File: config.mk
export PLATFORM = sky130hd
export DESIGN_NAME = fm_lite
export DESIGN_NICKNAME = d
export VERILOG_FILES = /design/src/source/fm_lite_pkg.sv /design/src/source/fm_lite.sv /design/src/source/fm_mixer.sv /design/src/source/fm_regs.sv /design/src/source/fm_voice.sv
export SDC_FILE = /design/constraint.sdc
export NUM_CORES = 1
export LEC_CHECK = 0
export BUFFER_PORTS_ARGS = -buffer_cell sky130_fd_sc_hd__buf_2
export CAP_MARGIN = 10
export CORE_MARGIN = 2
export CORE_UTILIZATION = 40
export DETAILED_ROUTE_END_ITERATION = 12
export GPL_TIMING_DRIVEN = 0
export PLACE_DENSITY_LB_ADDON = 0.05
export SYNTH_ARGS = -nofsm -noshare
export SYNTH_HDL_FRONTEND = slang
export SYNTH_SLANG_ARGS = --single-unit
File: constraint.sdc
create_clock -name clk -period 8.8 [get_ports clk]
set_input_delay 0.44 -clock clk [delete_from_list [all_inputs] [get_ports clk]]
set_output_delay 0.44 -clock clk [all_outputs]
set_load 0.01 [all_outputs]
File: src/source/fm_lite_pkg.sv
package fm_lite_pkg;

    // voices and sample rate
    localparam int NUM_CH     = 4;
    localparam int SAMPLE_DIV = 8;   // clock cycles per sample tick
    localparam int TICK_W     = $clog2(SAMPLE_DIV);

    // datapath widths
    localparam int PHASE_W   = 16;
    localparam int VOICE_W   = 12;   // signed voice sample
    localparam int MIX_W     = 16;   // signed mixed output
    localparam int MIX_SHIFT = 2;    // mixer gain of 4

    // host register map
    localparam int ADDR_W = 8;
    localparam logic [ADDR_W-1:0] REG_FNUM  = 8'h10;  // + channel
    localparam logic [ADDR_W-1:0] REG_BLOCK = 8'h20;  // + channel
    localparam logic [ADDR_W-1:0] REG_KEYON = 8'h28;  // one key bit per channel
    localparam logic [ADDR_W-1:0] REG_LEVEL = 8'h30;  // + channel

    // level register layout
    localparam int LVL_PAN_L = 7;
    localparam int LVL_PAN_R = 6;

    // settings of one channel, 17 bits
    typedef struct packed {
        logic [7:0] fnum;
        logic [2:0] block;
        logic [2:0] atten;   // arithmetic right shift of the wave
        logic       pan_l;
        logic       pan_r;
        logic       keyon;
    } ch_cfg_t;

    // one voice result, 14 bits
    // pan travels with the value it was produced under
    typedef struct packed {
        logic signed [VOICE_W-1:0] value;
        logic                      pan_l;
        logic                      pan_r;
    } voice_out_t;

endpackage

File: src/source/fm_lite.sv
`timescale 1ns/1ns

module fm_lite (
    input  logic                                 clk,
    input  logic                                 reset,
    input  logic                                 write,   // one-cycle host strobe
    input  logic                                 addr,    // 0 address, 1 data
    input  logic [7:0]                           din,
    output logic signed [fm_lite_pkg::MIX_W-1:0] snd_left,
    output logic signed [fm_lite_pkg::MIX_W-1:0] snd_right,
    output logic                                 snd_sample
);
    import fm_lite_pkg::*;

    ch_cfg_t    [NUM_CH-1:0] cfg;
    voice_out_t [NUM_CH-1:0] voices;
    logic       [NUM_CH-1:0] voice_valid;
    logic                    sample_tick;

    fm_regs u_regs (
        .clk         ( clk         ),
        .reset       ( reset       ),
        .write       ( write       ),
        .addr        ( addr        ),
        .din         ( din         ),
        .cfg         ( cfg         ),
        .sample_tick ( sample_tick )
    );

    // voices share the tick and stay in lockstep
    generate
        for (genvar i = 0; i < NUM_CH; i++) begin : g_voice
            fm_voice u_voice (
                .clk         ( clk            ),
                .reset       ( reset          ),
                .cfg         ( cfg[i]         ),
                .sample_tick ( sample_tick    ),
                .voice       ( voices[i]      ),
                .voice_valid ( voice_valid[i] )
            );
        end
    endgenerate

    // voice 0 strobe stands for all of them
    fm_mixer u_mixer (
        .clk         ( clk            ),
        .reset       ( reset          ),
        .voices      ( voices         ),
        .voice_valid ( voice_valid[0] ),
        .snd_left    ( snd_left       ),
        .snd_right   ( snd_right      ),
        .snd_sample  ( snd_sample     )
    );

endmodule

File: src/source/fm_mixer.sv
`timescale 1ns/1ns

module fm_mixer (
    input  logic                                              clk,
    input  logic                                              reset,
    input  fm_lite_pkg::voice_out_t [fm_lite_pkg::NUM_CH-1:0] voices,
    input  logic                                              voice_valid,
    output logic signed [fm_lite_pkg::MIX_W-1:0]              snd_left,
    output logic signed [fm_lite_pkg::MIX_W-1:0]              snd_right,
    output logic                                              snd_sample
);
    import fm_lite_pkg::*;

    logic signed [MIX_W-1:0] extended;
    logic signed [MIX_W-1:0] sum_left;
    logic signed [MIX_W-1:0] sum_right;

    // four 12-bit voices need 14 bits, the gain of 4 fills the rest
    always_comb begin
        sum_left  = '0;
        sum_right = '0;
        extended  = '0;
        for (int ch = 0; ch < NUM_CH; ch++) begin
            extended = {{(MIX_W-VOICE_W){voices[ch].value[VOICE_W-1]}},
                        voices[ch].value};
            if (voices[ch].pan_l) begin
                sum_left = sum_left + extended;
            end
            if (voices[ch].pan_r) begin
                sum_right = sum_right + extended;
            end
        end
    end

    // outputs only move together with the strobe
    always_ff @(posedge clk) begin
        if (reset) begin
            snd_left   <= '0;
            snd_right  <= '0;
            snd_sample <= 1'b0;
        end else begin
            snd_sample <= voice_valid;
            if (voice_valid) begin
                snd_left  <= sum_left <<< MIX_SHIFT;
                snd_right <= sum_right <<< MIX_SHIFT;
            end
        end
    end

endmodule

File: src/source/fm_regs.sv
`timescale 1ns/1ns

module fm_regs (
    input  logic                                        clk,
    input  logic                                        reset,
    input  logic                                        write,
    input  logic                                        addr,
    input  logic [7:0]                                  din,
    output fm_lite_pkg::ch_cfg_t [fm_lite_pkg::NUM_CH-1:0] cfg,
    output logic                                        sample_tick
);
    import fm_lite_pkg::*;

    logic [ADDR_W-1:0] reg_addr;    // latched register address
    logic              data_wr;
    logic [NUM_CH-1:0] hit_fnum;
    logic [NUM_CH-1:0] hit_block;
    logic [NUM_CH-1:0] hit_level;
    logic              hit_keyon;
    logic [TICK_W-1:0] tick_cnt;
    logic              tick_wrap;

    assign data_wr = write && addr;

    // address phase of the host port
    always_ff @(posedge clk) begin
        if (reset) begin
            reg_addr <= '0;
        end else if (write && !addr) begin
            reg_addr <= din;
        end
    end

    // decode the latched address against the per-channel banks
    always_comb begin
        for (int ch = 0; ch < NUM_CH; ch++) begin
            hit_fnum[ch]  = (reg_addr == ADDR_W'(REG_FNUM + ch));
            hit_block[ch] = (reg_addr == ADDR_W'(REG_BLOCK + ch));
            hit_level[ch] = (reg_addr == ADDR_W'(REG_LEVEL + ch));
        end
    end

    assign hit_keyon = (reg_addr == REG_KEYON);

    // data phase, unmapped addresses match nothing and fall through
    always_ff @(posedge clk) begin
        if (reset) begin
            cfg <= '0;
        end else if (data_wr) begin
            for (int ch = 0; ch < NUM_CH; ch++) begin
                if (hit_fnum[ch]) begin
                    cfg[ch].fnum <= din;
                end
                if (hit_block[ch]) begin
                    cfg[ch].block <= din[2:0];
                end
                if (hit_level[ch]) begin
                    cfg[ch].atten <= din[2:0];
                    cfg[ch].pan_l <= din[LVL_PAN_L];
                    cfg[ch].pan_r <= din[LVL_PAN_R];
                end
                // key register sets every channel in one write
                if (hit_keyon) begin
                    cfg[ch].keyon <= din[ch];
                end
            end
        end
    end

    // sample prescaler
    // the first tick lands in the 8th cycle out of reset
    assign tick_wrap = (tick_cnt == TICK_W'(SAMPLE_DIV - 1));

    always_ff @(posedge clk) begin
        if (reset) begin
            tick_cnt    <= '0;
            sample_tick <= 1'b0;
        end else begin
            sample_tick <= tick_wrap;
            if (tick_wrap) begin
                tick_cnt <= '0;
            end else begin
                tick_cnt <= tick_cnt + 1'b1;
            end
        end
    end

endmodule

File: src/source/fm_voice.sv
`timescale 1ns/1ns

module fm_voice (
    input  logic                    clk,
    input  logic                    reset,
    input  fm_lite_pkg::ch_cfg_t    cfg,
    input  logic                    sample_tick,
    output fm_lite_pkg::voice_out_t voice,
    output logic                    voice_valid
);
    import fm_lite_pkg::*;

    logic        [PHASE_W-1:0] phase;
    logic        [PHASE_W-1:0] phase_inc;
    logic        [VOICE_W-2:0] ramp;      // position inside half a period
    logic signed [VOICE_W-1:0] rising;
    logic signed [VOICE_W-1:0] wave;
    logic signed [VOICE_W-1:0] shaped;

    // fnum scaled by octave, wraps at 2^16
    assign phase_inc = PHASE_W'(cfg.fnum) << cfg.block;

    // triangle from the top 12 phase bits
    assign ramp = phase[PHASE_W-2 -: VOICE_W-1];

    // 2*t - 2048 on the way up: double the ramp, flip the sign bit
    assign rising = {~ramp[VOICE_W-2], ramp[VOICE_W-3:0], 1'b0};

    // second half mirrors the first, ~x is 2047 - 2*(t - 2048)
    assign wave = phase[PHASE_W-1] ? ~rising : rising;

    assign shaped = wave >>> cfg.atten;

    always_ff @(posedge clk) begin
        if (reset) begin
            phase       <= '0;
            voice_valid <= 1'b0;
        end else begin
            voice_valid <= sample_tick;
            if (sample_tick) begin
                if (cfg.keyon) begin
                    phase <= phase + phase_inc;
                end else begin
                    phase <= '0;   // key off parks the phase
                end
            end
        end
    end

    // sample register, loaded in the same tick as the phase step
    always_ff @(posedge clk) begin
        if (sample_tick) begin
            voice.value <= cfg.keyon ? shaped : '0;
            voice.pan_l <= cfg.pan_l;
            voice.pan_r <= cfg.pan_r;
        end
    end

endmodule

### Word-level counts from Yosys, hierarchy flattened

Cells that the tools add are included.

* add/subtract/negate cells: 11
* eq/ne operators: 14
* shift-type cells: 8
* muxes and demuxes: 16
* bitwise gates (word level): 8
* reductions and logical operators: 17

Operator list (count)
* 14-bit 2-to-1 mux: 8
* 14-bit by 12-bit adder with 14-bit output: 6
* 8-bit by 6-bit equality test with 1-bit output (second input constant): 9
* 16-bit adder: 4
* 16-bit 2-to-1 mux: 4
* 8-bit by 3-bit left shift with 16-bit output: 4
* 12-bit 2-to-1 mux: 4
* 12-bit NOT: 4
* 12-bit by 3-bit >>> shifter with 12-bit output: 4
* 8-bit by 5-bit equality test with 1-bit output (second input constant): 4
* 2-bit AND reduction: 13
* 1-bit NOT: 4
* 3-bit by 1-bit adder with 3-bit output (second input constant): 1
* 3-bit equality test (second input constant): 1
* 1-bit logical AND: 2
* 2-bit OR reduction: 1
* 1-bit zero test: 1

* bits in registers: 230
* bits of input ports: 12
* output and inout bits: 33
* logic and storage cells: 121

### Depth between registers and ports, before layout

* depth in word-level cells: 7
* mapped depth: 29
* depth with buffers taken out: 28

### Hierarchy

From an unflattened synthesis, not the netlist that was laid out.

* cell total of the unflattened synthesis: 2209
* area total of the unflattened synthesis: 18781.8 µm²

Modules (own cells, without submodules)
* fm_voice: times used 4, cells each 300, area each 2570.0 µm², sequential area each 760.7 µm²
* fm_mixer: times used 1, cells each 719, area each 5290.1 µm², sequential area each 580.6 µm²
* fm_regs: times used 1, cells each 290, area each 3211.8 µm², sequential area each 1601.5 µm²

### Least setup slack after synthesis

Ideal clock, no wire load.

* path kind: flip-flop to flip-flop
* from: reg g_voice[0].u_voice.voice[1] (netlist bit)
* to: reg u_mixer.snd_left[15] (netlist bit)
* setup time: 0.086 ns
* arrival time: 5.758 ns
* data required time: 8.714 ns
* setup slack: 2.957 ns
* stages on the path, launching flop included: 27
* buffers on the path: 2
* period minus slack after synthesis: 5.843 ns
* cell sequence: edfxtp_1 -> buf_2 -> buf_1 -> and2_1 -> ha_1 -> fa_1 -> maj3_2 -> a32oi_2 -> o21bai_2 -> a21oi_1 -> xnor2_1 -> mux2_2 -> ha_1 -> a21oi_1 -> a21boi_0 -> or3_1 -> a32o_1 -> a21o_1 -> ha_1 -> and2_1 -> a31oi_1 -> o211ai_1 -> a311oi_1 -> mux2i_1 -> xor2_1 -> xnor2_1 -> a211oi_1

* longest elaborated chain between the ends: 7

Ends and longest elaborated chain
* start, declared: line fm_voice.sv:8 `output fm_lite_pkg::voice_out_t voice,`
* 14-bit 2-to-1 mux *: line fm_mixer.sv:26 `if (voices[ch].pan_l) begin`
* 14-bit by 12-bit adder with 14-bit output: line fm_mixer.sv:27 `sum_left = sum_left + extended;`
* 14-bit 2-to-1 mux *: line fm_mixer.sv:26
* 14-bit by 12-bit adder with 14-bit output: line fm_mixer.sv:27
* 14-bit 2-to-1 mux *: line fm_mixer.sv:26
* 14-bit by 12-bit adder with 14-bit output: line fm_mixer.sv:27
* 14-bit 2-to-1 mux *: line fm_mixer.sv:26
* end signal, assigned: line fm_mixer.sv:44 `snd_left <= sum_left <<< MIX_SHIFT;`
* end, declared: line fm_mixer.sv:8 `output logic signed [fm_lite_pkg::MIX_W-1:0] snd_left,`

Mark *: on every way between the ends. The rest lies on a longest branch, timed or not.
A chain may end at the register's enable or synchronous reset.

### Worst setup path after layout

Same ends and word-level chain as after synthesis.

==> flow_summary_export.csv <==
group,metric,value,unit
status,status,"completed",
setup_path,critPathSlowestCell,"fa_1",
clock_tree,cts_setup_buffers,0,
logic_synthesis,ys_seq_area_frac,0.287,
floorplanning,ios,45,
logic_synthesis,syn_area,0.0180,sq mm
sta,maxSlewHeadroom,0.188,
final_layout,final_area,0.0199,sq mm
floorplanning,die_w,216,um
drt,drc,0,
power_and_ir_drop,p_comb_frac,0.054,
power_and_ir_drop,netSwitchingFraction,0.237,
setup_path,r2r_setup_slack,2.03,ns
clock_tree,cts_buffers,28,
clock_tree,cts_buffer_depth,3,
logic_synthesis,synth_cells,2186,
logic_synthesis,synth-seq-cells,230,
setup_path,worstPathArrival,7.20,ns
setup_path,cpLargestDelayFamily,"compound AO/OA/AOI/OAI gates",
logic_synthesis,synthDistinctLibCells,82,
global_route,grt_pass1_vias,15100,
floorplanning,die_h,216,um
floorplanning,dieArea,0.0467,sq mm
logic_synthesis,netlist_top_cells_count,"nor2_1 (293), nand2_1 (198), dfxtp_1 (174)",
sta,setup_tns,0,ns
floorplanning,core,0.0443,sq mm
drt,route.detailed.vias_per_inst,5.42,
setup_path,endpoint_kind,"flip-flop",
drt,vias,15600,
final_layout,fin_util,0.450,
final_layout,drive_gt1_frac,0.0684,
setup_path,path_buf_inv,2,
clock_tree,hold_buffers,0,
clock_tree,ctsResizeCount,0,
clock_tree,insertion_delay,0.57,ns
logic_synthesis,synth_top_area_share,0.193,
sta,period_share,0.769,
sta,skew,0.0104,ns
clock_tree,cts_root_buf,"clkbuf_16",
setup_path,crit_type,"flip-flop to flip-flop",
logic_synthesis,synth_edf_count,56,
placed_design,dp_hpwl,43200,um
setup_path,critPathLaunchType,"flip-flop",
power_and_ir_drop,p_sw,0.577,mW
sta,min_period,6.77,ns
drt,wl_per_cell,19.0,um
logic_synthesis,avgSynthCellArea,8.24,sq um
clock_tree,cts_tree,"done",
setup_path,crit_fanout,10,
sta,rsz0062_at_grt,"no",
setup_path,critical_path.max_stage_delay,0.48,ns
sta,worst_pin_slew,1.20,ns
placed_design,place.port_buffers,37,
power_and_ir_drop,cellLeakagePower,8.39,nW
power_and_ir_drop,p_seq_frac,0.447,
drt,routed_wl,54500,um
logic_synthesis,yosysWarnings,0,
setup_path,cp.required,9.24,ns
global_route,grt_use_total,0.231,
drt,dr.first_iter.drc_count,958,
clock_tree,path_clk_slew,0.06,ns
hold_path,min_path_type,"primary input to flip-flop",
sta,hold_viol_final,0,
power_and_ir_drop,ir_drop,0.000128,V
final_layout,nNetsFinal,2416,
final_layout,synthToLayoutAreaGrowth,10.7,%
floorplanning,initial_core_util,0.406,
drt,ant_nets,0,
sta,finalMaxSlewViolations,0,
power_and_ir_drop,clkPwrFrac,0.499,
power_and_ir_drop,p_int,1.85,mW
logic_synthesis,async_flop_share,0,
floorplanning,fp-row-count,77,
sta,report.final.setup_viol,0,
placed_design,globalplace.congestion,0.927,
placed_design,dp_slack,2.06,ns
clock_tree,cts_htree_levels,1,
logic_synthesis,yosysMostFrequentCell,"nor2_1",
drt,firstDrtPassIters,5,
power_and_ir_drop,power_density,122,mW/mm^2
setup_path,crit_top_cell,"ha_1",
logic_synthesis,yosysTopAreaCell,"dfxtp_1",
final_layout,antenna_cells,0,
sta,fmax,0.148,GHz
flow_run,drv_cap,0,
sta,layout_setup_ws,2.03,ns
placed_design,post_dp_cell_area,0.0190,sq mm
global_route,grt_max_degree,42,
global_route,gr-total-overflow,0,
global_route,antenna_found_initial,0,
global_route,grt_first_pass_wirelength,85000,um
logic_synthesis,ys.flop_type,"dfxtp_1",
logic_synthesis,synth_area_leaders,"dfxtp_1 (19%), ha_1 (9.4%), edfxtp_1 (9.3%)",
clock_tree,clock_sinks,230,
==> cells in the final DEF, fill, tap and decap left out, types with 65 or more instances in the layout <==
cell / netlist / layout
a21oi_1: 173 / 173
clkbuf_1: 94 / 100
dfxtp_1: 174 / 173
ha_1: 136 / 136
inv_1: 65 / 65
mux2i_1: 137 / 137
nand2_1: 198 / 198
nor2_1: 293 / 293
o21ai_0: 82 / 82
xnor2_1: 102 / 102
xor2_1: 66 / 66
==> per-stage QoR <==
step / total power, mW / cells / hold slack (ns)
2_1_floorplan: 1.19 / 2189 / 0.408
3_3_place_gp: 1.24 / 2818 / 0.418
3_5_place_dp: 1.24 / 2819 / 0.424
4_1_cts: 2.46 / 2871 / 0.179
5_1_grt: 2.51 / 2872 / 0.189
6_report: 2.43 / 2872 / 0.202
==> logic make-up (layout without fill, tap and decap cells) <==
group | after synthesis | in the layout | share of synthesized area
AND/OR/NAND/NOR | 764 | 764 | 0.195
AO/OA/AOI/OAI | 508 | 508 | 0.186
flip-flops | 230 | 230 | 0.287
buffers and inverters | 189 | 280 | 0.0411
multiplexers | 175 | 175 | 0.0999
XOR/XNOR | 168 | 168 | 0.0817
adder cells (fa/ha/maj) | 151 | 151 | 0.108
other | 1 | 4 | 0.000208
==> worst register-to-register path: cells and delay by family, from the launching register on <==
kind / cells / cell delay [ns]
AO/OA/AOI/OAI: 11 / 2.29
XOR/XNOR: 3 / 0.53
adder cells (fa/ha/maj): 5 / 1.73
buffers and inverters: 2 / 0.42
flip-flops: 1 / 0.35
multiplexers: 2 / 0.61
AND/OR/NAND/NOR: 3 / 0.72
==> state kept, by name (all words and copies together), names as in the netlist <==
register / flops
g_voice.u_voice.voice_valid: 1
u_regs.tick_cnt: 3
g_voice.u_voice.phase: 64
u_mixer.snd_right: 14
u_mixer.snd_sample: 1
u_mixer.snd_left: 14
u_regs.reg_addr: 8
u_regs.cfg: 68
u_regs.sample_tick: 1
g_voice.u_voice.voice: 56
==> final timing paths <==
check | start | end | depth (start not counted)
setup / recovery | g_voice[0].u_voice.voice[1] | u_mixer.snd_left[15] | 26
hold / removal | din[1] | u_regs.cfg[41] | 3
setup reg to reg | g_voice[0].u_voice.voice[1] | u_mixer.snd_left[15] | 26
hold reg to reg | u_regs.tick_cnt[0] | u_regs.tick_cnt[0] | 1
==> power groups by stage <==
stage | clock network [mW] | logic, mW | registers, mW
detailed placement | 0 | 0.132 | 1.11
global placement | 0 | 0.131 | 1.11
floorplan | 0 | 0.0867 | 1.11
CTS | 1.24 | 0.133 | 1.09
global route | 1.28 | 0.144 | 1.09
finish | 1.21 | 0.132 | 1.09
==> routing by layer <==
metal / wire [um] / GRT usage / up-vias
li1: - / - / 7884
met1: 24700 / 0.297 / 7279
met2: 25100 / 0.391 / 307
met3: 1850 / 0.0237 / 104
met4: 2820 / 0.108 / 0
met5: 0 / 0 / -
==> layout make-up <==
type / count / area, sq um
Fill cell: 4494 / 24400
Multi-Input combinational cell: 1770 / 12100
Sequential cell: 230 / 5170
Clock buffer: 36 / 762
Tap cell: 592 / 741
Buffer: 117 / 470
Inverter: 72 / 270
Timing Repair Buffer: 39 / 210
Clock inverter: 16 / 193
Power figures use the tool's default switching activity.
